## src/common/frontend_config.svh

```systemverilog
`ifndef FRONTEND_CONFIG_SVH
`define FRONTEND_CONFIG_SVH

// fetch address and block geometry
`define ADDR_W       32
`define BLOCK_BYTES  32
`define BLOCK_SHIFT  5

// target buffer index sits just above the block offset
`define BTB_IDX_W    6

// global history and predictor tables
`define GHT_W        8
`define PRED_IDX_W   8

// return stack
`define RAS_DEPTH    8
`define RAS_PTR_W    3

`define RESET_IP     32'h0000_1000

// branch kinds as stored in the target buffer
`define KIND_COND    2'd0
`define KIND_JUMP    2'd1
`define KIND_CALL    2'd2
`define KIND_RET     2'd3

`endif

```

## src/common/frontend_pkg.sv

```systemverilog
`include "frontend_config.svh"

package frontend_pkg;

  // fetch block or branch target address
  typedef logic [`ADDR_W-1:0] addr_t;

  // global branch history, newest outcome in bit 0
  typedef logic [`GHT_W-1:0] ght_t;

  typedef logic [`BTB_IDX_W-1:0] btb_idx_t;

  typedef logic [1:0] br_kind_t;

  // one bit per branch slot of a fetch block
  typedef logic [1:0] slot_bits_t;

endpackage

```

## src/predict/hashed_predictor.sv

```systemverilog
`include "frontend_config.svh"

module hashed_predictor (
  input  logic                     clk,
  input  logic                     rst,
  input  frontend_pkg::addr_t      fetch_ip,
  input  frontend_pkg::ght_t       fetch_ght,
  input  logic                     upd_valid,
  input  logic                     upd_mispredict,
  input  frontend_pkg::addr_t      upd_src_ip,
  input  frontend_pkg::ght_t       upd_ght,
  input  logic                     upd_slot,
  output frontend_pkg::slot_bits_t pred
);

  localparam int ENTRIES = 1 << `PRED_IDX_W;

  frontend_pkg::slot_bits_t tab_a [ENTRIES];
  frontend_pkg::slot_bits_t tab_b [ENTRIES];
  frontend_pkg::slot_bits_t tab_c [ENTRIES];
  frontend_pkg::slot_bits_t flip_mask;
  logic [1:0]               rr; // table to flip next, 0..2

  // short history, mostly address
  function automatic logic [`PRED_IDX_W-1:0] hash_a(frontend_pkg::addr_t ip,
                                                    frontend_pkg::ght_t g);
    return {ip[`BLOCK_SHIFT +: 6], g[1:0]};
  endfunction

  // four address bits folded over six history bits
  function automatic logic [`PRED_IDX_W-1:0] hash_b(frontend_pkg::addr_t ip,
                                                    frontend_pkg::ght_t g);
    return {ip[`BLOCK_SHIFT +: 4], 4'b0000} ^ {2'b00, g[5:0]};
  endfunction

  // history heavy
  function automatic logic [`PRED_IDX_W-1:0] hash_c(frontend_pkg::addr_t ip,
                                                    frontend_pkg::ght_t g);
    return {ip[`BLOCK_SHIFT +: 2], g[`GHT_W-3:0]};
  endfunction

  assign pred = tab_a[hash_a(fetch_ip, fetch_ght)]
              ^ tab_b[hash_b(fetch_ip, fetch_ght)]
              ^ tab_c[hash_c(fetch_ip, fetch_ght)];

  assign flip_mask = upd_slot ? 2'b10 : 2'b01;

  always_ff @(posedge clk) begin
    if (rst) begin
      for (int i = 0; i < ENTRIES; i++) begin
        tab_a[i] <= '0;
        tab_b[i] <= '0;
        tab_c[i] <= '0;
      end
      rr <= 2'd0;
    end else if (upd_valid && upd_mispredict) begin
      case (rr)
        2'd0: tab_a[hash_a(upd_src_ip, upd_ght)] <= tab_a[hash_a(upd_src_ip, upd_ght)] ^ flip_mask;
        2'd1: tab_b[hash_b(upd_src_ip, upd_ght)] <= tab_b[hash_b(upd_src_ip, upd_ght)] ^ flip_mask;
        default: tab_c[hash_c(upd_src_ip, upd_ght)] <= tab_c[hash_c(upd_src_ip, upd_ght)] ^ flip_mask;
      endcase
      rr <= (rr == 2'd2) ? 2'd0 : rr + 2'd1;
    end
  end

endmodule

```

## config.mk

```make
export PLATFORM = sky130hd
export DESIGN_NAME = hashed_predictor
export DESIGN_NICKNAME = d
export VERILOG_FILES = /design/src/common/frontend_pkg.sv /design/src/predict/hashed_predictor.sv
export VERILOG_INCLUDE_DIRS = /design/src /design/src/common
export SDC_FILE = /design/constraint.sdc
export NUM_CORES = 2
export LEC_CHECK = 0
export ABC_AREA = 1
export ABC_CLOCK_PERIOD_IN_PS = 3990
export BUFFER_PORTS_ARGS = -buffer_cell sky130_fd_sc_hd__buf_4
export CAP_MARGIN = 30
export CORE_ASPECT_RATIO = 1.75
export CORE_MARGIN = 3
export CORE_UTILIZATION = 30
export DETAILED_ROUTE_END_ITERATION = 6
export GPL_ROUTABILITY_DRIVEN = 0
export PLACE_DENSITY_LB_ADDON = 0.3
export SETUP_SLACK_MARGIN = 0.4
export SYNTH_ARGS = -nofsm -noshare
export SYNTH_HDL_FRONTEND = slang
export SYNTH_SLANG_ARGS = --single-unit
```

## constraint.sdc

```tcl
create_clock -name clk -period 3.99 [get_ports clk]
set_clock_uncertainty 0.15 [all_clocks]
set_input_delay 0.5985 -clock clk [delete_from_list [all_inputs] [get_ports clk]]
set_output_delay 0.5985 -clock clk [all_outputs]
set_load 0.05 [all_outputs]
```

### Word level (Yosys, flattened, before mapping)

Memory sizes are Yosys's and may differ from the RTL's.
Index checks and enable logic that the tools add are counted.

| word-level totals | value |
|---|---|
| register bits after elaboration | 2 |
| RAM bits | 1,536 |
| bits of input ports | 85 |
| logic and storage cells | 45 |
| memories kept | 3 |

Memories:

| memory | depth | bits a word | read ports | clocked after Yosys merged registers in | write ports | line | source |
|---|---|---|---|---|---|---|---|
| tab_a | 256 | 2 | 2 | 0 | 256 | hashed_predictor.sv:18 | `frontend_pkg::slot_bits_t tab_a [ENTRIES];` |
| tab_b | 256 | 2 | 2 | 0 | 256 | hashed_predictor.sv:19 | `frontend_pkg::slot_bits_t tab_b [ENTRIES];` |
| tab_c | 256 | 2 | 2 | 0 | 256 | hashed_predictor.sv:20 | `frontend_pkg::slot_bits_t tab_c [ENTRIES];` |

| cells by class | value |
|---|---|
| add/subtract/negate cells | 1 |
| eq/ne operators | 2 |
| multiplexer cells | 25 |
| bitwise gates (word level) | 7 |
| reduce and logical (&&, ||, !) cells | 6 |

Operators with widths:

| operator | count |
|---|---|
| 8-bit two-way mux | 3 |
| 1-bit two-way mux | 17 |
| 8-bit by 6-bit bitwise XOR with 8-bit output | 2 |
| 2-bit two-way mux | 5 |
| 2-bit bitwise XOR | 5 |
| 2-bit OR reduction | 4 |
| 2-bit by 1-bit adder with 2-bit output, second input constant | 1 |
| 2-bit by 1-bit equality test with 1-bit output, second input constant | 1 |
| 2-bit equality test, second input constant | 1 |
| 2-bit logical NOT | 1 |
| 1-bit logical AND | 1 |

### Longest topological paths before layout

| logic depth | value |
|---|---|
| word-level depth | 8 |
| depth in mapped cells | 22 |

### Worst setup path before layout

No wires, ideal clock.

| path | value |
|---|---|
| path kind | in2out |
| from | input port fetch_ght[0] |
| to | output port pred[1] |
| arrival | 2.761 ns |
| required time | 3.242 ns |
| setup slack | 0.480 ns |
| cell stages on the path | 17 |
| path buffers | 4 |
| cell sequence | clkbuf_1 -> inv_2 -> clkbuf_1 -> clkbuf_1 -> clkbuf_1 -> nand2_1 -> o211ai_1 -> nand3_1 -> nand3_1 -> nand3_1 -> nand3_1 -> nand3_1 -> nand3_1 -> nand2_1 -> inv_1 -> nand3_1 -> nand2_1 |

| between the ends | value |
|---|---|
| cells in the longest elaborated chain, start to end | 4 |
| elaborated cells between the ends (all ways) | 6 |

Ends and longest elaborated chain:

| element | line | source |
|---|---|---|
| start, declared | hashed_predictor.sv:7 | `input frontend_pkg::ght_t fetch_ght,` |
| 8-bit by 6-bit bitwise XOR with 8-bit output | hashed_predictor.sv:33 | `` return {ip[`BLOCK_SHIFT +: 4], 4'b0000} ^ {2'b00, g[5:0]}; `` |
| memory 256 x 2 bit | n/a |  |
| 2-bit bitwise XOR | hashed_predictor.sv:43 | `^ tab_b[hash_b(fetch_ip, fetch_ght)]` |
| 2-bit bitwise XOR * | hashed_predictor.sv:44 | `^ tab_c[hash_c(fetch_ip, fetch_ght)];` |
| end, declared | hashed_predictor.sv:13 | `output frontend_pkg::slot_bits_t pred` |

Mark *: on every way between the ends. The rest lies on a longest branch, timed or not.

### Final worst setup path

Same ends and word-level chain as after synthesis.

==> flow_summary.toml <==
[synth]
syn_avg_cell_area_um2 = 7.80
syn_inst = 11200
async_reset_ff_share_pct = 0
synth_edf_count = 1536
synth-main-ff-cell = "edfxtp_1"
ys_types = 32
synth-seq-cells = 1538
syn_area_um2 = 87500
synth-seq-area-share_pct = 52.8
synth_fp_nets = 11300
synth_warnings = 0

[worst_setup_path]
start_kind = "primary input"
critPathRequiredTime_ns = 3.24
rrSetupSlack_ns = 0.71
worstPathArrival_ns = 2.93
r2r-start = "tab_c[156][0]$_SDFFCE_PN0P_"
critPathKind = "primary input to output pin"
critical_path.max_fanout = 7
startpoint = "fetch_ght[0]"
end_kind = "output pin"

[clocking]
clk_pin_slew_ns = 0.06
cts_tree = "built"
cts.path.max_buffers = 4
clkLatencyLatePin_ns = 0.88
htree_levels = 4
numCtsBuffers = 156
cts-root-buf = "clkbuf_16"
cts_num_sinks = 1538

[die]
start_util_pct = 30.2
die_height_um = 720
core_area_um2 = 289000
dieArea_um2 = 298000
row_count = 261
dieWidth_um = 414
io-pin-count = 87

[cells_and_area]
final_util_pct = 36.1
syn_to_final_growth_pct = 19.5
layout.nets = 11400
final_cell_mix = "nand2_1, edfxtp_1, nor2_1, nand3_1, buf_4"
final_area_um2 = 105000
layout_commonest_cell = "nand2_1"
layout.cells.non_filler = 15200
final_layout_size_suffix_gt1_share_pct = 11.1

[global_routing]
grtUsageTotal_pct = 23.8
antenna_found_initial = 5
grt_pass1_vias = 82600
grt_overflow_total = 0
grt_pass1_wl_um = 530000
grt_max_degree = 149

[timing]
slew_headroom_pct = 37.9
rsz0062_at_grt = "yes"
min_period_ns = 3.68
timing.fmax_mhz = 272
post-route-period-util_pct = 92.2
drv_slew = 0
hold_viol_final = 0
finalHoldWorstSlack_ns = 0.0534
setup_viol = 0
tightest_slew_ns = 0.932

[detailed_routing]
drc_errors = 0
first_iter_violations = 8902
via_count = 84000
drt_first_pass_iters = 7
ant_nets = 0
avgViaCountPerCell = 5.53
wl_per_cell_um = 24.4
wl_um = 371000

[pwr]
peakVddDrop_mv = 0.286
powerDensity_nw_per_um2 = 381
leakage_uw = 0.0412

[placed_design]
io_buffers = 30
place_area_um2 = 97300
hpwl_um = 247000
dp.cells = 14900

[run]
maxCapViolCount = 0

[worst_hold_path]
hold_class = "primary input to flop"
hp-start = "upd_valid"

[outcome]
outcome = "completed"
==> synth_stat cells (2+ instances only) <==
master / count / area (µm²)
inv_1: 82 / 308
buf_4: 20 / 150
edfxtp_1: 1536 / 46100
dfxtp_1: 2 / 40.0
buf_6: 10 / 113
xnor2_1: 4 / 35.0
inv_2: 10 / 37.5
buf_1: 87 / 327
nand4_1: 170 / 1060
a21oi_1: 286 / 1430
o21ai_1: 4 / 20.0
a22o_1: 2 / 17.5
nand2_1: 4654 / 17500
buf_2: 276 / 1380
o21ai_0: 58 / 290
nor2_1: 1528 / 5740
clkbuf_1: 519 / 1950
a22oi_1: 416 / 3120
o211ai_1: 14 / 105
nand3_1: 1499 / 7500
nor3_1: 22 / 110
and2_1: 8 / 50.1
clkinv_1: 4 / 15.0
o21a_1: 2 / 15.0
==> critical path, cell delays in order <==
cell       delay (ns)
buf_16           0.15
buf_16           0.17
buf_12           0.12
buf_16           0.14
buf_12           0.14
clkbuf_16        0.16
nand2_2          0.05
nand3_2          0.05
nand3_1          0.08
nand3_1          0.12
nand2_2          0.08
nand2_2          0.08
nand3_2          0.07
nand3_2          0.09
nand3_2          0.08
nand2_2          0.10
buf_12           0.15
clkinv_8         0.06
nand2_4          0.06
nand3_4          0.08
nand2_4          0.10
buf_8            0.15
==> kinds of logic after synthesis <==
family / Yosys count / synth area share [%]
AOI/OAI and AO/OA: 786 / 5.75
xor gates and xnor gates: 4 / 0.0400
buffers and inverters: 1008 / 4.89
DFF: 1538 / 52.8
and+or+nand+nor: 7885 / 36.5
==> registers in the layout, indices dropped and copies added (netlist names) <==
| signal | flops |
|---|---|
| tab_a | 512 |
| rr | 2 |
| tab_c | 512 |
| tab_b | 512 |
==> report_power, final <==
group          leakage, µW  internal (µW)  switching, µW  total, µW
Clock              0.00229           7810           6540      14300
Combinational       0.0230           2250           4690       6940
Sequential          0.0159          18300            322      18600
Total               0.0412          28300          11600      39900
==> timing repair <==
action                                  4_1_cts  5_1_grt
pin swaps                                     3       55
resized for setup                            96      188
hold buffers                                  3        0
gates cloned                                 15       17
endpoints found under the setup margin        2        2
endpoints found under the hold margin         2        0
buffers inserted                             13       20
==> stage by stage <==
stage	power, µW	TNS (ns)	setup slack [ns]
floorplan	22200	0	0.480
global placement	25300	-0.0744	-0.0744
detailed placement	25300	-0.0659	-0.0557
CTS	39700	0	0.271
global route	41000	0	0.215
finish	39900	0	0.313
==> worst paths after layout <==
path	to	cells after the start
worst max-delay path	pred[1]	22
worst min-delay path	rr[1]$_SDFFE_PP0P_	4
worst max register to register	tab_c[251][0]$_SDFFCE_PN0P_	15
worst min register to register	rr[0]$_SDFFE_PP0P_	2
==> cell type report <==
cell class                 count  area (µm²)
tap                         3813        4770
sequential                  1538       46200
multi-input combinational   8675       38300
timing repair inverter         1        16.3
antenna                        5        12.5
clock inverter                63         499
timing repair buffer         810       10100
clock buffer                 191        4150
fill                       29800      185000
inverter                      96         449
==> layer usage <==
layer	GRT usage (%)	vias up	share of wire [%]
met3	3.19	1390	7.1
met1	24.1	40600	32
met4	21.8	2	11
met5	0	-	0.0030
li1	-	37900	-
met2	42.4	4100	50
No activity file was read; power rests on OpenSTA's default activity.
