### src/common/frontend_config.svh
`ifndef FRONTEND_CONFIG_SVH
`define FRONTEND_CONFIG_SVH

// fetch address and block geometry
`define ADDR_W       32
`define BLOCK_BYTES  32
`define BLOCK_SHIFT  5

// target buffer index sits just above the block offset
`define BTB_IDX_W    6

// global history and predictor tables
`define GHT_W        8
`define PRED_IDX_W   8

// return stack
`define RAS_DEPTH    8
`define RAS_PTR_W    3

`define RESET_IP     32'h0000_1000

// branch kinds as stored in the target buffer
`define KIND_COND    2'd0
`define KIND_JUMP    2'd1
`define KIND_CALL    2'd2
`define KIND_RET     2'd3

`endif

### src/common/frontend_pkg.sv
`include "frontend_config.svh"

package frontend_pkg;

  // fetch block or branch target address
  typedef logic [`ADDR_W-1:0] addr_t;

  // global branch history, newest outcome in bit 0
  typedef logic [`GHT_W-1:0] ght_t;

  typedef logic [`BTB_IDX_W-1:0] btb_idx_t;

  typedef logic [1:0] br_kind_t;

  // one bit per branch slot of a fetch block
  typedef logic [1:0] slot_bits_t;

endpackage

### src/predict/return_stack.sv
`include "frontend_config.svh"

module return_stack (
  input  logic                clk,
  input  logic                rst,
  input  logic                push,
  input  frontend_pkg::addr_t push_addr,
  input  logic                pop,
  output frontend_pkg::addr_t ras_top
);

  frontend_pkg::addr_t     stack_mem [`RAS_DEPTH];
  logic [`RAS_PTR_W-1:0]   ptr; // points at the top entry
  logic [`RAS_PTR_W-1:0]   ptr_inc;

  assign ptr_inc = ptr + 1'b1; // wraps so the oldest entry gets overwritten
  assign ras_top = stack_mem[ptr];

  always_ff @(posedge clk) begin
    if (rst) begin
      ptr <= '0;
    end else if (push) begin
      ptr <= ptr_inc;
    end else if (pop) begin
      ptr <= ptr - 1'b1;
    end
  end

  always_ff @(posedge clk) begin
    if (!rst && push) begin
      stack_mem[ptr_inc] <= push_addr;
    end
  end

  // the sequencer picks one of irq, call or return per block
  a_no_push_pop: assert property (@(posedge clk) disable iff (rst)
    !(push && pop));

endmodule

### config.mk
export PLATFORM = sky130hd
export DESIGN_NAME = return_stack
export DESIGN_NICKNAME = d
export VERILOG_FILES = /design/src/common/frontend_pkg.sv /design/src/predict/return_stack.sv
export VERILOG_INCLUDE_DIRS = /design/src /design/src/common
export SDC_FILE = /design/constraint.sdc
export NUM_CORES = 1
export LEC_CHECK = 0
export BUFFER_PORTS_ARGS = -buffer_cell sky130_fd_sc_hd__buf_2
export CELL_PAD_IN_SITES_DETAIL_PLACEMENT = 1
export CELL_PAD_IN_SITES_GLOBAL_PLACEMENT = 1
export CORE_MARGIN = 2
export CORE_UTILIZATION = 25
export DETAILED_ROUTE_END_ITERATION = 16
export GPL_ROUTABILITY_DRIVEN = 0
export GPL_TIMING_DRIVEN = 0
export PLACE_DENSITY_LB_ADDON = 0.1
export RECOVER_POWER = 50
export SKIP_LAST_GASP = 1
export SLEW_MARGIN = 20
export SYNTH_ARGS = -nofsm -noshare
export SYNTH_HDL_FRONTEND = slang
export SYNTH_SLANG_ARGS = --single-unit
### constraint.sdc
create_clock -name clk -period 4.4 [get_ports clk]
set_input_delay 0.22 -clock clk [delete_from_list [all_inputs] [get_ports clk]]
set_output_delay 0.22 -clock clk [all_outputs]
set_load 0.02 [all_outputs]
### After elaboration in Yosys (flattened, before gate mapping)

Memories as Yosys holds them, arrays and structs flattened. A register that Yosys moved wholly into a read port is not among the register bits.
Cells that the tools add are included.
Widths: inputs -> output; s select.

* input bits: 36
* word-level logic and storage cells: 13
* output and inout port bits: 32
* memories: 1
* bits in registers: 3
* RAM bits: 256

* mux-type cells: 6
* reduce and logical (&&, ||, !) cells: 3
* add/sub/neg operators: 2

Memory list
* stack_mem: words 8, bits a word 32, read ports 1, clocked after memory_dff 1, wr ports 1, RTL line return_stack.sv:12 `` frontend_pkg::addr_t stack_mem [`RAS_DEPTH]; ``

Operator list (number)
* $mux 3: 4
* $add 3x1->3 const B: 1
* $sub 3x1->3 const B: 1
* $mux 1: 2
* $reduce_bool 2->1: 1
* $logic_and 1x1->1: 1
* $logic_not 1->1: 1

### Logic depth before layout (Yosys ltp)

Gate-level depths: netlist (run 1).

* word-level depth: 5
* gate-level depth with buffers: 5
* depth with buffers taken out: 5

### Worst setup path before layout (run 1)

Ideal clock, no wire load.

* path kind: register to register
* start: register ptr[0]
* end: memory stack_mem[1][0] (netlist name) (enable)
* setup slack: 0.909 ns
* cell stages (with the launch flop): 4
* arrival: 3.030 ns
* required time: 3.939 ns
* path buffers: 0
* cells stage by stage: dfxtp_1 inv_1 ha_1 nor3_1

* longest elaborated chain between the ends: 1

RTL lines
* from (decl): RTL line return_stack.sv:13 `` logic [`RAS_PTR_W-1:0] ptr; ``
* from (signal assigned): RTL line return_stack.sv:23 `ptr <= ptr_inc;`
* from (signal assigned): RTL line return_stack.sv:25 `ptr <= ptr - 1'b1;`
* $add 3x1->3: RTL line return_stack.sv:16 `assign ptr_inc = ptr + 1'b1;`
* to (decl): RTL line return_stack.sv:12

Every way passes these cells.

### Final worst setup path (run 1)

* start: register ptr[0]
* end: memory stack_mem[6][16] (netlist name) (enable)

Same word-level chain as after synthesis.

==> out/results.tsv, run 1 <==
stage	metric	value	unit
floorplanning	die-area	41900	um^2
yosys	ys_seq_area_frac	0.7753	
critical_path	cp_max_fo	13	
yosys	yosys.cell_types.count	26	
finish	fin_area	12710	um^2
sta	skew	6.272	ps
floorplanning	fp.dieH	204.7	um
clock_network	cts_setup_buffers	0	
floorplanning	core.rowCount	73	
clock_network	clockBufferDepth	3	
floorplanning	start_util	0.2535	
finish	area_delta_synth_final	26.18	%
global_route	grt_use_total	0.1134	
finish	mostFrequentLayoutCells	edfxtp_1, buf_2, mux4_1, clkbuf_1, dlygate4sd3_1	
detailed_routing	vias	4657	
clock_network	htree_levels	1	
yosys	synth_area_leaders	edfxtp_1, mux4_1, mux4_2	
global_route	antenna_found_initial	0	
sta	finalCritPeriodShare	0.7084	
detailed_routing	viasPerCell	4.214	
clock_network	root_buffer	clkbuf_16	
floorplanning	fp.dieW	204.7	um
global_route	grt_max_degree	33	
finish	antenna_cells	0	
finish	nets	595	
sta	fin_crit	3117	ps
sta	hold_viol_final	0	
clock_network	cts_inserted_buffers	31	
critical_path	crit_top_cell	buf_16	
sta	whs	53.43	ps
clock_network	clk_pin_slew	60	ps
critical_path	critPathLaunchType	flip-flop	
yosys	avgSynthCellArea	24.81	um^2
sta	final_max_slew_viol_count	11	
critical_path	crit_arrival	3370	ps
critical_path	critPathMaxStageDelay	1240	ps
finish	fin_util	0.3198	
critical_path	path_cells	ha_1 -> xor2_1 -> nand2_1 -> nor2_1 -> buf_16 -> buf_16	
detailed_routing	wl_per_cell	20.94	um
clock_network	cts_tree	built	
detailed_routing	drc_errors	0	
placement	dpl_cell_area	11400	um^2
yosys	synth_nets	444	
floorplanning	core-area	39730	um^2
global_route	grt_pass1_wl	34330	um
yosys	synth_cells	406	
critical_path	worstSetupPathType	flip-flop to flip-flop	
sta	slew_headroom	-0.08544	
power_and_ir_drop	p_leak	4.105	nW
floorplanning	ios	68	
detailed_routing	first_pass_iters	4	
run_status	status	finished, violations left	
finish	drive_above_1_share	0.2966	
power_and_ir_drop	p_per_area	474.2	nW/um^2
power_and_ir_drop	peakVddDrop	266.9	uV
sta	grt_setup_unrepaired	no	
critical_path	crit_required	4660	ps
run_status	violations	max-capacitance violations, max-slew violations	
placement	hpwl	14750	um
yosys	synth_top_cell_area_share	0.7633	
detailed_routing	ant_nets	0	
detailed_routing	drt-total-wl	23140	um
sta	fmax	320.8	MHz
yosys	ys_ff_latch	262	
hold_path	hold_class	input port to flip-flop	
flow_run	cap_violations	1	
yosys	yosys.area.top_type	edfxtp_1	
finish	final_common_cell	edfxtp_1	
global_route	grt-ovfl-total	0	
sta	fin_setup_tns	0	ps
finish	final_cells	1105	
placement	io_buffers	67	
sta	setup-violations-final	0	
yosys	ys_warn_count	0	
yosys	syn_area	10070	um^2
detailed_routing	drtIter0Drc	158	
clock_network	post_cts_resized	0	
clock_network	clkLatencyLatePin	550	ps
critical_path	end_kind	flip-flop	
sta	tightest_slew	1622	ps
clock_network	clock_sinks	262	
placement	place_inst	1016	
global_route	grt_pass1_vias	5346	
critical_path	cp_slowest_cell	nor2_1	
## metal layers
| layer | track usage | vias to the layer above | share of wire |
|---|---|---|---|
| met5 | 0 | - | 0 |
| met4 | 0.03131 | 0 | 0.020 |
| met3 | 0.01925 | 34 | 0.033 |
| met2 | 0.2146 | 75 | 0.55 |
| met1 | 0.1303 | 2475 | 0.40 |
| li1 | - | 2073 | - |
## power breakdown
group,switching [mW],leakage (nW),internal (mW)
combinational,0.349,1.23,0.270
clock,0.949,0.509,1.63
sequential,0.0147,2.36,2.81
total,1.31,4.11,4.71
## state kept, by name, summed over array words and instances (netlist names), named ones only
signal	count
ptr	3
stack_mem	256
## final timing paths
| kind | cells after the start | end | slack [ps] | from |
|---|---|---|---|---|
| setup / recovery | 6 | stack_mem[6][16] | 1280 | ptr[0] |
| setup reg to reg | 6 | stack_mem[6][16] | 1280 | ptr[0] |
| hold reg to reg | 2 | flip-flop | 550 | ptr[2] |
| hold / removal | 4 | flip-flop | 50 | pop |
## repair_timing
| item | 4_1_cts | 5_1_grt |
|---|---|---|
| hold buffers | 33 | 0 |
| setup endpoints to repair | 0 | 0 |
| endpoints found under the hold margin | 262 | 0 |
## worst max-delay path, delay by kind of cell (launching register included)
kind / cells / cell delay (ps)
AND/OR/NAND/NOR: 2 / 1420
flip-flops: 1 / 370
adder cells (fa/ha/maj): 1 / 240
XOR/XNOR: 1 / 370
buffers and inverters: 2 / 410
## cell families after synthesis
group,synth area share
compound gates,0.002112
xor+xnor,0.002609
fa+ha+maj,0.002484
buf+inv,0.01379
flops,0.7753
mux,0.1938
simple gates,0.009941
## area by class of cell
class,count,area [um^2]
clock inverter,19,240.2
multi-input combinational,123,2157
sequential,262,7807
buffer,18,127.6
fill,3939,27020
inverter,3,11.26
timing repair buffer,118,908.4
tap,525,656.9
clock buffer,37,798.3
## Yosys cell counts
cell	count
edfxtp_1	256
mux4_1	40
mux2_2	32
mux4_2	24
buf_6	7
nor2_1	7
buf_2	6
dfxtp_1	6
buf_1	4
inv_1	3
and3_1	2
ha_1	2
nand2_1	2
nor3_1	2
xnor2_1	2
a21o_1	1
a21oi_1	1
a221oi_1	1
and3b_1	1
clkbuf_1	1
nand3_1	1
nand3b_1	1
nor3b_1	1
or2_2	1
or3b_2	1
xor2_1	1
## stage by stage
step	power (mW)	worst slack, ps
final	6.026	1283
after global routing	6.269	1134
after CTS	6.149	1417
after detailed placement	3.505	1720
after global placement	3.470	-2223
after floorplan	3.249	909.2
(Power assumes the default switching activity.)
==> run 2: changes to the inputs <==
--- a/config.mk
+++ b/config.mk
@@ -6,6 +6,7 @@
 export SDC_FILE = /design/constraint.sdc
 export NUM_CORES = 1
 export LEC_CHECK = 0
+export ABC_AREA = 1
 export BUFFER_PORTS_ARGS = -buffer_cell sky130_fd_sc_hd__buf_2
 export CELL_PAD_IN_SITES_DETAIL_PLACEMENT = 1
 export CELL_PAD_IN_SITES_GLOBAL_PLACEMENT = 1
==> constraint.sdc (replaced) <==
create_clock -name clk -period 2.64 [get_ports clk]
set_input_delay 0.132 -clock clk [delete_from_list [all_inputs] [get_ports clk]]
set_output_delay 0.132 -clock clk [all_outputs]
set_load 0.02 [all_outputs]
==> out/results.tsv, run 2 <==
stage	metric	value	unit
finish	largest_reg_flops	256	
sta	grt_setup_unrepaired	no	
finish	fin_area	14310	um^2
yosys	syn_area	11480	um^2
detailed_routing	drc_errors	0	
critical_path	critPathTopFamily	simple AND/OR/NAND/NOR gates	
yosys	synth_common_cells	nand2_1, inv_1, edfxtp_1	
detailed_routing	drt-total-wl	32850	um
yosys	ys_async_sr_fraction	0	
floorplanning	core-area	45380	um^2
critical_path	path_cells	inv_1 -> ha_1 -> inv_1 -> nand2_1 -> nor2_2 -> buf_16 -> buf_16	
yosys	avgSynthCellArea	9.948	um^2
yosys	synth_cells	1154	
placement	dpl_cell_area	12950	um^2
critical_path	worstSetupPathType	flip-flop to flip-flop	
hold_path	holdPathEnd	ptr[0]	
yosys	synth_most_common_cell	nand2_1	
global_route	grt_pass1_wl	50160	um
critical_path	critPathLaunchType	flip-flop	
finish	nets	1343	
sta	slew_headroom	0.3221	
sta	fmax	419.0	MHz
clock_network	cts_tree	built	
sta	setup-violations-final	0	
detailed_routing	vias	7775	
detailed_routing	drtIter0Drc	255	
yosys	synth-edff-count	256	
clock_network	clockBufferDepth	3	
yosys	yosys.cell_types.count	18	
critical_path	cp_max_fo	12	
finish	mostFrequentLayoutCells	nand2_1, inv_1, edfxtp_1, nand3_1, buf_2	
critical_path	r2r_start	ptr[0]	
yosys	ys_warn_count	0	
global_route	antenna_found_initial	0	
hold_path	hold_class	input port to flip-flop	
floorplanning	ios	68	
critical_path	end_kind	flip-flop	
yosys	ys_ff_latch	262	
placement	hpwl	21940	um
yosys	ys.flop_type	edfxtp_1	
critical_path	critPathMaxStageDelay	680	ps
sta	tightest_slew	1013	ps
clock_network	clkLatencyLatePin	540	ps
global_route	grt-ovfl-total	0	
yosys	yosys.area.top_type	edfxtp_1	
critical_path	crit_arrival	2610	ps
yosys	synth_top_cell_area_share	0.6696	
critical_path	r2r-end	stack_mem[0][31]	
run_status	status	complete, no violations	
floorplanning	fp.dieH	218.3	um
global_route	grt_pass1_vias	8234	
clock_network	root_buffer	clkbuf_16	
detailed_routing	wl_per_cell	17.02	um
critical_path	crit_required	2860	ps
critical_path	cp_slowest_cell	nor2_2	
sta	whs	391.1	ps
placement	place_ws	411.9	ps
finish	fin_util	0.3154	
detailed_routing	viasPerCell	4.028	
clock_network	htree_levels	2	
finish	final_common_cell	nand2_1	
critical_path	crit_start	ptr[0]	
sta	fin_crit	2387	ps
detailed_routing	ant_nets	0	
clock_network	clk_pin_slew	50	ps
placement	io_buffers	67	
yosys	synth_nets	1192	
flow_run	cap_violations	0	
critical_path	ff2ff_path_depth	7	
hold_path	hold_start	rst	
yosys	synth_area_leaders	edfxtp_1, nand2_1, inv_1	
sta	final_max_slew_viol_count	0	
finish	antenna_cells	0	
finish	area_delta_synth_final	24.66	%
power_and_ir_drop	p_leak	6.371	nW
detailed_routing	first_pass_iters	4	
critical_path	critPathBufInv	4	
clock_network	clock_sinks	262	
finish	largestRegisters	stack_mem (256), ptr (3)	
floorplanning	fp.dieW	218.3	um
finish	nFillCells	5146	
hold_path	hold-path-cell-count	3	
power_and_ir_drop	peakVddDrop	403.2	uV
finish	drive_above_1_share	0.1045	
power_and_ir_drop	p_per_area	754.7	nW/um^2
finish	top_register	stack_mem	
global_route	grt_max_degree	19	
floorplanning	die-area	47650	um^2
sta	skew	30.79	ps
clock_network	cts_inserted_buffers	34	
global_route	grt_use_total	0.1432	
sta	finalCritPeriodShare	0.9041	
critical_path	rrSetupSlack	250	ps
floorplanning	core.rowCount	78	
floorplanning	start_util	0.2530	
sta	fin_ws	253.3	ps
sta	hold_viol_final	0	
yosys	ys_seq_area_frac	0.6801	
==> run 2: cell types whose count changed after synthesis, sizes merged, moves of 2 or more <==
cell / change
nand2: +427
xnor2: -2
nor3: -2
mux4: -64
and3: -2
mux2: -32
nand3: +127
clkbuf: +6
inv: +265
o21ai: +2
nor2: +3
buf: +24
==> run 2: per-stage QoR <==
stage,power [mW],instances,setup TNS (ps)
global route,11.34,1930,0
detailed placement,6.451,1834,0
CTS,11.06,1930,0
floorplan,5.734,1154,-2976
global placement,6.378,1821,-438420
finish,10.80,1930,0
==> run 2: how the worst max path moves through the flow <==
stage / slack (ps) / cells past startpoint / end
floorplan: -20 / 5 / stack_mem[4][0]
global placement: -1850 / 4 / stack_mem[2][15]
detailed placement: 410 / 7 / stack_mem[1][18]
CTS: 9 / 6 / ras_top[20]
global route: 20 / 5 / ras_top[20]
finish: 250 / 7 / stack_mem[0][31]
==> run 2: timing repair <==
item,CTS,global route
hold buffers,35,0
endpoints found under the setup margin,0,19
setup buffers,0,0
endpoints found under the hold margin,262,0
gates resized for setup,0,3
==> run 2: where the power goes <==
part	switching, mW	total (mW)	internal, mW
Sequential	0.0278	4.73	4.70
Combinational	1.11	1.60	0.489
Clock	1.76	4.48	2.71
==> run 2: cell families after synthesis <==
logic type	Yosys count	share of synthesized area
simple gates	567	0.1993
buf+inv	316	0.1143
flops	262	0.6801
compound gates	5	0.002507
xor+xnor	2	0.001526
fa+ha+maj	2	0.002179
==> run 2: area by class of cell <==
cell class	count	area [um^2]	share of cell area
plain buffers	48	309.0	0.02159
clock buffers	41	898.4	0.06277
clock inverters	20	170.2	0.01189
inverters	268	1006	0.07029
multi-input cells	576	2402	0.1679
flip-flops and latches	262	7807	0.5456
well taps	600	750.7	0.05246
repair buffers	115	967.2	0.06758
==> run 2: metal layers <==
metal	vias to the layer above	track usage	routed length, um
li1	3881	-	-
met1	3775	0.1878	15590
met2	82	0.2416	15570
met3	37	0.02867	1079
met4	0	0.03605	609
met5	-	0	0
==> run 2: tightest hold or removal path: cells and delay by family <==
kind                   cells  cell delay, ps
buffers and inverters      2             650
AND/OR/NAND/NOR            1              70
