<file path="src/common/frontend_config.svh">
`ifndef FRONTEND_CONFIG_SVH
`define FRONTEND_CONFIG_SVH

// fetch address and block geometry
`define ADDR_W       32
`define BLOCK_BYTES  32
`define BLOCK_SHIFT  5

// target buffer index sits just above the block offset
`define BTB_IDX_W    6

// global history and predictor tables
`define GHT_W        8
`define PRED_IDX_W   8

// return stack
`define RAS_DEPTH    8
`define RAS_PTR_W    3

`define RESET_IP     32'h0000_1000

// branch kinds as stored in the target buffer
`define KIND_COND    2'd0
`define KIND_JUMP    2'd1
`define KIND_CALL    2'd2
`define KIND_RET     2'd3

`endif

</file>
<file path="src/common/frontend_pkg.sv">
`include "frontend_config.svh"

package frontend_pkg;

  // fetch block or branch target address
  typedef logic [`ADDR_W-1:0] addr_t;

  // global branch history, newest outcome in bit 0
  typedef logic [`GHT_W-1:0] ght_t;

  typedef logic [`BTB_IDX_W-1:0] btb_idx_t;

  typedef logic [1:0] br_kind_t;

  // one bit per branch slot of a fetch block
  typedef logic [1:0] slot_bits_t;

endpackage

</file>
<file path="src/rtl/fetch_sequencer.sv">
`include "frontend_config.svh"

module fetch_sequencer (
  input  logic                   clk,
  input  logic                   rst,
  input  logic                   hold,
  input  logic                   irq_valid,
  input  frontend_pkg::addr_t    irq_ip,
  input  logic                   upd_valid,
  input  frontend_pkg::addr_t    upd_src_ip,
  input  frontend_pkg::addr_t    upd_target,
  input  logic                   upd_taken,
  input  logic                   upd_mispredict,
  input  frontend_pkg::ght_t     upd_ght,
  input  frontend_pkg::slot_bits_t hit,
  input  frontend_pkg::slot_bits_t pred,
  input  frontend_pkg::addr_t    target0,
  input  frontend_pkg::addr_t    target1,
  input  frontend_pkg::br_kind_t kind0,
  input  frontend_pkg::br_kind_t kind1,
  input  frontend_pkg::addr_t    ras_top,
  output frontend_pkg::addr_t    fetch_ip,
  output frontend_pkg::ght_t     fetch_ght,
  output logic                   fetch_valid,
  output logic                   push,
  output frontend_pkg::addr_t    push_addr,
  output logic                   pop
);

  localparam frontend_pkg::addr_t BLOCK_STEP = `BLOCK_BYTES;

  frontend_pkg::addr_t seq_ip;
  frontend_pkg::addr_t pred_ip;
  frontend_pkg::addr_t next_ip;
  frontend_pkg::ght_t  pred_ght;
  frontend_pkg::ght_t  next_ght;
  logic                taken0;
  logic                taken1;
  logic                pred_call;
  logic                pred_ret;

  assign seq_ip = fetch_ip + BLOCK_STEP;

  // slot 0 wins when both slots are taken
  always_comb begin
    taken0 = hit[0] && (kind0 != `KIND_COND || pred[0]);
    taken1 = hit[1] && (kind1 != `KIND_COND || pred[1]);
    pred_ip = seq_ip;
    pred_ght = fetch_ght;
    pred_call = 1'b0;
    pred_ret = 1'b0;
    if (taken0) begin
      pred_ip = (kind0 == `KIND_RET) ? ras_top : target0;
      pred_ght = {fetch_ght[`GHT_W-2:0], 1'b1};
      pred_call = kind0 == `KIND_CALL;
      pred_ret = kind0 == `KIND_RET;
    end else if (taken1) begin
      pred_ip = (kind1 == `KIND_RET) ? ras_top : target1;
      pred_ght = hit[0] ? {fetch_ght[`GHT_W-3:0], 2'b01} : {fetch_ght[`GHT_W-2:0], 1'b1};
      pred_call = kind1 == `KIND_CALL;
      pred_ret = kind1 == `KIND_RET;
    end else if (&hit) begin
      pred_ght = {fetch_ght[`GHT_W-3:0], 2'b00};
    end else if (|hit) begin
      pred_ght = {fetch_ght[`GHT_W-2:0], 1'b0};
    end
  end

  always_comb begin
    next_ip = fetch_ip;
    next_ght = fetch_ght;
    push = 1'b0;
    pop = 1'b0;
    push_addr = seq_ip; // return point of a call
    if (upd_valid && upd_mispredict) begin
      next_ip = upd_taken ? upd_target : upd_src_ip + BLOCK_STEP;
      next_ght = {upd_ght[`GHT_W-2:0], upd_taken};
    end else if (irq_valid) begin
      next_ip = irq_ip;
      push = 1'b1;
      push_addr = fetch_ip; // resume the interrupted block
    end else if (fetch_valid && !hold) begin // first valid cycle shows the reset address
      next_ip = pred_ip;
      next_ght = pred_ght;
      push = pred_call;
      pop = pred_ret;
    end
  end

  always_ff @(posedge clk) begin
    if (rst) begin
      fetch_ip <= `RESET_IP;
      fetch_ght <= '0;
      fetch_valid <= 1'b0;
    end else begin
      fetch_ip <= next_ip;
      fetch_ght <= next_ght;
      fetch_valid <= 1'b1;
    end
  end

  // redirect sources must hand over whole blocks
  a_ip_aligned: assert property (@(posedge clk) disable iff (rst)
    fetch_ip[`BLOCK_SHIFT-1:0] == '0);

endmodule

</file>
<file path="config.mk">
export PLATFORM = sky130hd
export DESIGN_NAME = fetch_sequencer
export DESIGN_NICKNAME = d
export VERILOG_FILES = /design/src/common/frontend_pkg.sv /design/src/rtl/fetch_sequencer.sv
export VERILOG_INCLUDE_DIRS = /design/src /design/src/common
export SDC_FILE = /design/constraint.sdc
export NUM_CORES = 1
export LEC_CHECK = 0
export BUFFER_PORTS_ARGS = -buffer_cell sky130_fd_sc_hd__buf_2
export CAP_MARGIN = 20
export CORE_AREA = 2 2 112 114
export CTS_BUF_LIST = sky130_fd_sc_hd__clkbuf_16
export CTS_CLUSTER_SIZE = 12
export DETAILED_ROUTE_END_ITERATION = 8
export DIE_AREA = 0 0 114 116
export GPL_TIMING_DRIVEN = 0
export PLACE_DENSITY = 0.83
export SLEW_MARGIN = 15
export SYNTH_ARGS = -nofsm -noshare
export SYNTH_HDL_FRONTEND = slang
export SYNTH_SLANG_ARGS = --single-unit
</file>
<file path="constraint.sdc">
create_clock -name clk -period 6.1 [get_ports clk]
set_clock_uncertainty 0.05 [all_clocks]
set_input_delay 0 -clock clk [delete_from_list [all_inputs] [get_ports clk]]
set_output_delay 0 -clock clk [all_outputs]
set_load 0.05 [all_outputs]
</file>
* After elaboration in Yosys (flattened, before gate mapping) *
Cells that the tools add are included.
W data, S select, Z words.

storage, ports and cells
  bits in registers = 41
  input port bits = 215
  output and inout bits = 75
  logic and storage cells = 54

cells by class
  add/subtract/negate cells = 2
  eq/ne operators = 5
  multiplexer cells = 29
  reduce and logical (&&, ||, !) cells = 15

operators by type and width
  operator                 count
  $mux W32                 10
  $add A32 B6 Y32 const B  2
  $mux W8                  8
  $mux W1                  11
  $eq A2 B2 Y1 const B     4
  $reduce_bool A2 Y1       3
  $reduce_bool A5 Y1       1
  $logic_and A1 B1 Y1      4
  $reduce_and A3 Y1        1
  $reduce_bool A3 Y1       1
  $logic_or A1 B1 Y1       2
  $ne A2 B1 Y1 const B     1
  $reduce_and A2 Y1        1
  $reduce_or A2 Y1         1
  $logic_not A1 Y1         1

* Longest topological paths before layout *
Gate-level depths: netlist of the first run.

  word-level depth = 8
  gate-level depth with buffers = 8
  gate-level depth less buffers = 7

* Worst setup path before layout of the first run *
No wires, ideal clock.

  path kind = register to output
  start = reg fetch_ip[12]
  end = out push_addr[30]
  arrival = 2.763 ns
  required time = 6.050 ns
  slack = 3.287 ns
  cell stages (with the launch flop) = 8
  path buffers = 2
  cell sequence = dfxtp_1 > clkbuf_4 > nand4_4 > or4_4 > buf_6 > nor4_4 > nand2_1 > xnor2_1

between the ends
  word-level cells in the longest chain between the ends = 3

ends and longest elaborated chain
  item                      RTL line               RTL
  start: declaration        fetch_sequencer.sv:22  output frontend_pkg::addr_t fetch_ip,
  start signal: assignment  fetch_sequencer.sv:92  fetch_ip <= `RESET_IP;
  start signal: assignment  fetch_sequencer.sv:96  fetch_ip <= next_ip;
  $add A32 B6 Y32 *         fetch_sequencer.sv:42  assign seq_ip = fetch_ip + BLOCK_STEP;
  $mux W32                  fetch_sequencer.sv:78  end else if (irq_valid) begin
  $mux W32 *                fetch_sequencer.sv:75  if (upd_valid && upd_mispredict) begin
  end: declaration          fetch_sequencer.sv:26  output frontend_pkg::addr_t push_addr,

Every way passes the cells marked *; elsewhere a longest branch is shown, timed or not.

* Worst setup path in the final report of the first run *
  start = reg fetch_ip[5]
  end = out push_addr[29]

Same word-level chain as after synthesis.

==> results of run 1 <==
==> timing repair <==
item	in CTS	in global routing
hold endpoints to repair	8	0
buffers inserted	0	0
hold buffers	8	0
setup endpoints to repair	0	0
==> per-stage QoR <==
stage	utilization [%]	setup WS (ns)	instance area [um^2]	power, mW
finish	59.3	3.24	7060	1.22
global placement	57.4	3.68	6840	0.926
detailed placement	57.4	3.64	6840	0.931
floorplan	-	3.29	5220	0.717
global route	59.3	3.04	7060	1.26
CTS	59.2	3.32	7050	1.20
==> metal layers <==
layer  global-route usage, %  vias up  part of all wire, %
li1                        -     3297                    -
met1                    50.8     3341                   40
met4                    15.9        0                  4.3
met3                    8.11       76                   12
met5                       0        -                    0
met2                    59.4      499                   44
==> tightest hold or removal path, cell delays in order <==
cell and delay (ns):
buf_2 0.09, nand2b_1 0.09, o211ai_1 0.11, o311ai_1 0.08
==> Yosys cell counts, types with 12 or more instances <==
cell type,n
xor2_1,21
nor3_1,24
a21oi_1,45
a211oi_1,12
clkbuf_1,26
mux2i_1,48
o221ai_1,19
dfxtp_1,41
nor2_1,68
nand4_1,12
o22ai_1,17
xnor2_1,46
nand2_1,64
nand3_1,45
o21ai_0,35
==> final cells by class <==
class                   count  area [um^2]  area share (%)
flip-flops and latches     41          821            11.6
clock buffers               5          125            1.77
diodes                      2         5.00          0.0709
clock inverters             3         13.8           0.195
well taps                 147          184            2.61
inverters                   7         26.3           0.372
plain buffers              61          369            5.23
multi-input cells         601         4000            56.7
repair buffers            294         1510            21.4
==> cells in the final DEF (no fill, tap or decap), drive strengths merged, types with 5 or more instances in the layout <==
| master | count |
|---|---|
| dlygate4sd3 | 8 |
| nor3 | 28 |
| o221ai | 19 |
| o22ai | 17 |
| and4 | 7 |
| or2 | 7 |
| mux2 | 6 |
| and3 | 11 |
| o21ai | 35 |
| a222oi | 8 |
| dfxtp | 41 |
| a221oi | 8 |
| xor2 | 21 |
| inv | 7 |
| buf | 310 |
| a211oi | 14 |
| xnor2 | 46 |
| a311oi | 10 |
| a21o | 7 |
| nand2 | 64 |
| clkbuf | 40 |
| nand3 | 46 |
| a21oi | 45 |
| nor2 | 69 |
| o211ai | 11 |
| mux2i | 48 |
| a22oi | 5 |
| nand2b | 6 |
| nand4 | 13 |
==> state kept, by name (all words and copies together) (netlist names) <==
signal       cells
fetch_ght        8
fetch_ip        32
fetch_valid      1
==> worst max-delay path by stage <==
| stage | startpoint | endpoint | slack (ns) | cells past startpoint |
|---|---|---|---|---|
| 3_3_place_gp | fetch_ip[5] | push_addr[29] | 3.68 | 8 |
| 6_report | fetch_ip[5] | push_addr[29] | 3.24 | 8 |
| 2_1_floorplan | fetch_ip[12] | push_addr[30] | 3.29 | 7 |
| 5_1_grt | fetch_ip[5] | push_addr[29] | 3.04 | 8 |
| 4_1_cts | fetch_ip[5] | push_addr[29] | 3.32 | 8 |
| 3_5_place_dp | fetch_ip[5] | push_addr[29] | 3.64 | 8 |
==> power by group through the flow <==
| stage | registers [mW] | clock network [mW] | logic [mW] |
|---|---|---|---|
| finish | 0.329 | 0.272 | 0.615 |
| global route | 0.332 | 0.278 | 0.650 |
| CTS | 0.327 | 0.269 | 0.604 |
| detailed placement | 0.333 | 0 | 0.598 |
| global placement | 0.332 | 0 | 0.594 |
| floorplan | 0.407 | 0 | 0.310 |
==> kinds of logic (layout without fill, tap and decap cells) <==
kind of cell / after synthesis / after routing
buffers and inverters: 68 / 370
AOI/OAI and AO/OA: 209 / 209
and+or+nand+nor: 269 / 269
xor gates and xnor gates: 67 / 67
other: 0 / 2
DFF: 41 / 41
muxes: 54 / 54
adders and majority gates: 2 / 2
==> metrics.cfg, run 1 <==
[cts]
numCtsBuffers = 5
cts_buffer_depth = 2
cts_resized = 0
worstSkewPairLatency_ns = 0.29
clock-sinks = 41
cts_htree_levels = 2
clockRootBuffer = clkbuf_16
cts_tree = built
path_clk_slew_ns = 0.07

[setup_path]
cp.required_ns = 6.05
path_buf_inv = 1
reg2reg_setup_slack_ns = 3.52
reg2reg_to = fetch_ip[1]
critPathSlowestCell = dfxtp_1
path_cells = ha_1 > nand3_1 > nor2_1 > nand3_1 > nor2_1 > nand2_1 > xnor2_1 > buf_2
start_kind = register
cp-end-kind = primary output
worst_r2r_path_depth = 6
timing.rr.start = fetch_valid
critPathKind = register to primary output
path_max_fanout = 7
cp_data_arrival_time_ns = 2.81
cp_top_family = simple AND/OR/NAND/NOR gates
slowest_delay_ns = 0.49

[sta]
setup_tns_ns = 0
fmax_mhz = 350
timing.final.crit_share_pct = 46.8
rsz0062_at_grt = false
finalMaxSlewViolations = 0
fin_crit_ns = 2.86
setup_violations = 0
tightest_slew_ns = 0.957
slew-limit-headroom_pct = 36.0
hold_violations = 0
hold_ws_ns = 0.0613

[min_path]
hold_path_depth = 4
hold_class = primary input to register
min_to = fetch_ip[28]
worstHoldStart = upd_target[28]

[cells_and_area]
drive_gt1_share_pct = 35.0
fillers = 1205
finalNetCount = 1228
area_growth_pct = 35.2
instances_no_fill = 1161

[job]
maxCapViolCount = 0

[die]
start_util_pct = 43.8
die_x_um = 114
fp-row-count = 40
coreArea_mm2 = 0.0119
dieHeight_um = 116
io_pins = 290
dieArea_mm2 = 0.0132

[global_route]
grt_pass1_vias = 6827
grt_max_degree = 13
antenna_found_initial = 2
grt-ovfl-total = 0
grt_usage_pct = 38.0
grt_first_pass_wirelength_um = 38500

[pwr]
switching_share_pct = 46.8
pwr-share-seq_pct = 27.0
clkPwrFrac_pct = 22.3
p_comb_share_pct = 50.6
internal_power_mw = 0.647
p_leak_nw = 3.31
ir_drop_v = 0.0000917
switching_power_mw = 0.569
p_per_area_mw_per_mm2 = 172

[synthesis]
yosysWarnings = 0
synth_compound_area_share_pct = 28.2
synth_top_family_by_area = compound AO/OA/AOI/OAI gates
yosys.area.top_type_share_pct = 15.7
synthMuxAreaShare_pct = 10.5
synthXorXnorAreaFrac_pct = 11.2
ys_async_sr_fraction_pct = 0
synth_fa_ha_area_share_pct = 0.479
synthDistinctLibCells = 78
syn_area_mm2 = 0.00522
seq_area_frac_synth_pct = 15.7
ys_ff_latch = 41
synth_edf_count = 0
yosysTopAreaCell = dfxtp_1
yosys.area_share.simple_pct = 26.3
syn_inst = 710
syn-num-nets = 927
syn_area_per_cell_um2 = 7.35
netlist_top_cells_area = dfxtp_1 (16%), mux2i_1 (9.2%), xnor2_1 (7.7%), nor2_1 (4.9%), nand2_1 (4.6%)
synthFlopType = dfxtp_1

[route]
drt-initial-drc-count = 857
via_count = 7213
drc = 0
vias_per_cell = 6.21
avgRoutedWirePerCell_um = 22.0
drt-total-wl_um = 25500
drtPass1Iterations = 7
detail-route-antenna-nets = 0

[run_status]
status = finished clean

[placement]
place_congestion = 0.981
dp_hpwl_um = 20500
dp.cells = 1143
portBuffers = 286

Power figures use the tool's default switching activity.
==> run 2, diff against run 1 <==
--- a/config.mk
+++ b/config.mk
@@ -8,13 +8,13 @@
 export LEC_CHECK = 0
 export BUFFER_PORTS_ARGS = -buffer_cell sky130_fd_sc_hd__buf_2
 export CAP_MARGIN = 20
-export CORE_AREA = 2 2 112 114
+export CORE_AREA = 2 2 113 115
 export CTS_BUF_LIST = sky130_fd_sc_hd__clkbuf_16
 export CTS_CLUSTER_SIZE = 12
 export DETAILED_ROUTE_END_ITERATION = 8
-export DIE_AREA = 0 0 114 116
+export DIE_AREA = 0 0 115 117
 export GPL_TIMING_DRIVEN = 0
-export PLACE_DENSITY = 0.83
+export PLACE_DENSITY = 0.82
 export SLEW_MARGIN = 15
 export SYNTH_ARGS = -nofsm -noshare
 export SYNTH_HDL_FRONTEND = slang
==> constraint.sdc (replaced) <==
create_clock -name clk -period 2.9 [get_ports clk]
set_clock_uncertainty 0.05 [all_clocks]
set_input_delay 0 -clock clk [delete_from_list [all_inputs] [get_ports clk]]
set_output_delay 0 -clock clk [all_outputs]
set_load 0.05 [all_outputs]
==> metrics.cfg, run 2 (synthesis results as in run 1) <==
[setup_path]
timing.rr.start = fetch_valid
worst_r2r_path_depth = 6  ; unchanged
cp_data_arrival_time_ns = 2.86  ; +0.05 ns
path_max_fanout = 10  ; +3
reg2reg_to = fetch_ip[4]
cp.required_ns = 3.05  ; -3.00 ns
start_kind = register
reg2reg_setup_slack_ns = 0.19  ; -3.33 ns
critPathKind = register to register
cp-end-kind = register

[global_route]
grt_pass1_vias = 6873  ; +0.67%
grt_usage_pct = 37.4  ; -0.56 points
grt-ovfl-total = 0  ; unchanged
antenna_found_initial = 2  ; unchanged
grt_first_pass_wirelength_um = 38300  ; -0.45%
grt_max_degree = 15  ; +2

[cts]
clock-sinks = 41  ; unchanged
clockRootBuffer = clkbuf_16
numCtsBuffers = 5  ; unchanged
cts_htree_levels = 2  ; unchanged
cts_buffer_depth = 2  ; unchanged
cts_tree = built
path_clk_slew_ns = 0.07  ; about the same
worstSkewPairLatency_ns = 0.29  ; about the same

[die]
io_pins = 290  ; unchanged
coreArea_mm2 = 0.0123  ; +3.4%
dieArea_mm2 = 0.0135  ; +1.7%
fp-row-count = 41  ; +2.5%
die_x_um = 115  ; +0.88%
dieHeight_um = 117  ; +0.86%
start_util_pct = 42.4  ; -1.4 points

[min_path]
hold_class = primary input to register
min_to = fetch_ip[28]
hold_path_depth = 3  ; -1
worstHoldStart = irq_ip[28]

[job]
maxCapViolCount = 0  ; unchanged

[route]
vias_per_cell = 6.29  ; +1.3%
drt-total-wl_um = 25800  ; +1.3%
drt-initial-drc-count = 780  ; -9.0%
drtPass1Iterations = 6  ; -1
via_count = 7321  ; +1.5%
detail-route-antenna-nets = 0  ; unchanged
avgRoutedWirePerCell_um = 22.2  ; +1.1%
drc = 0  ; unchanged

[sta]
slew-limit-headroom_pct = 21.3  ; -15 points
setup_tns_ns = 0  ; unchanged
fmax_mhz = 369
fin_crit_ns = 2.71
tightest_slew_ns = 1.18  ; +0.218 ns
rsz0062_at_grt = false
setup_violations = 0  ; unchanged
hold_violations = 0  ; unchanged
finalMaxSlewViolations = 0  ; unchanged
timing.final.crit_share_pct = 93.3

[placement]
dp_hpwl_um = 20700  ; +0.77%
portBuffers = 286  ; unchanged
place_congestion = 1.03  ; +4.6%

[cells_and_area]
utilization_pct = 57.6  ; -1.7 points
largest_reg_flops = 32  ; unchanged
final_cell_mix = buf_2 (296), nor2_1 (67), nand2_1 (64)
final_common_cell = buf_2
reg_top3 = fetch_ip x32, fetch_ght x8, fetch_valid x1
fillers = 1194  ; -0.91%
drive_gt1_share_pct = 35.2  ; +0.23 points
largest-register = fetch_ip
finalNetCount = 1227  ; -0.081%
area_growth_pct = 35.8

[pwr]
power.total_mw = 2.66  ; +120%
ir_drop_v = 0.000228  ; +150%
p_per_area_mw_per_mm2 = 375  ; +120%
p_leak_nw = 3.31  ; about the same

[run_status]
status = finished clean

run 2: critical path, cell delays in order, from the launching register on:
cell      delay (ns)
dfxtp_1         0.37
nor2b_1         0.51
nor2_1          0.32
clkbuf_1        0.36
nor2_1          0.67
nor2_1          0.10
a211oi_1        0.23
run 2: how the worst max path moves through the flow:
stage                               end  cells past startpoint          from  slack [ns]
after CTS                 push_addr[31]                      8   fetch_ip[5]        0.11
final                       fetch_ip[4]                      6   fetch_valid        0.19
after global placement      fetch_ip[4]                      6   fetch_valid        0.41
after detailed placement    fetch_ip[0]                      6   fetch_valid        0.34
after floorplan           push_addr[30]                      7  fetch_ip[12]        0.09
after global routing      push_addr[26]                      8   fetch_ip[9]       0.006
run 2: metrics by stage:
step           setup WS (ns)  instance area [um^2]  instances  hold WS (ns)
6_report               0.193                  7090       1163        0.0460
5_1_grt              0.00641                  7090       1163        0.0273
4_1_cts                0.115                  7080       1161        0.0276
3_5_place_dp           0.340                  6840       1146         0.219
3_3_place_gp           0.408                  6840       1146         0.210
2_1_floorplan         0.0869                  5220        710         0.124
run 2: report_power, final:
part	leakage, nW	internal, mW	switching (mW)
Sequential	0.340	0.614	0.0730
Clock	0.0800	0.408	0.265
Combinational	2.89	0.431	0.868
Total	3.31	1.45	1.21
run 2: routing by layer:
metal / wire (um) / track usage (%)
met1: 10100 / 48.5
met2: 11400 / 60.3
met3: 3020 / 8.14
met4: 1280 / 15.8
met5: 0 / 0
run 2: repair_timing:
| action | in CTS | in global routing |
|---|---|---|
| hold endpoints to repair | 7 | 0 |
| endpoints found under the setup margin | 0 | 6 |
| hold buffers | 7 | 0 |
| buffers inserted | 0 | 0 |
| resized for setup | 0 | 1 |
run 2: layout make-up:
type	instances	area [um^2]	area share, %
antenna	2	5.00	0.0706
buffer	61	369	5.21
clock buffer	5	125	1.77
clock inverter	3	46.3	0.653
inverter	7	26.3	0.371
multi-input combinational	601	4010	56.5
sequential	41	821	11.6
tap	150	188	2.65
timing repair buffer	293	1500	21.2
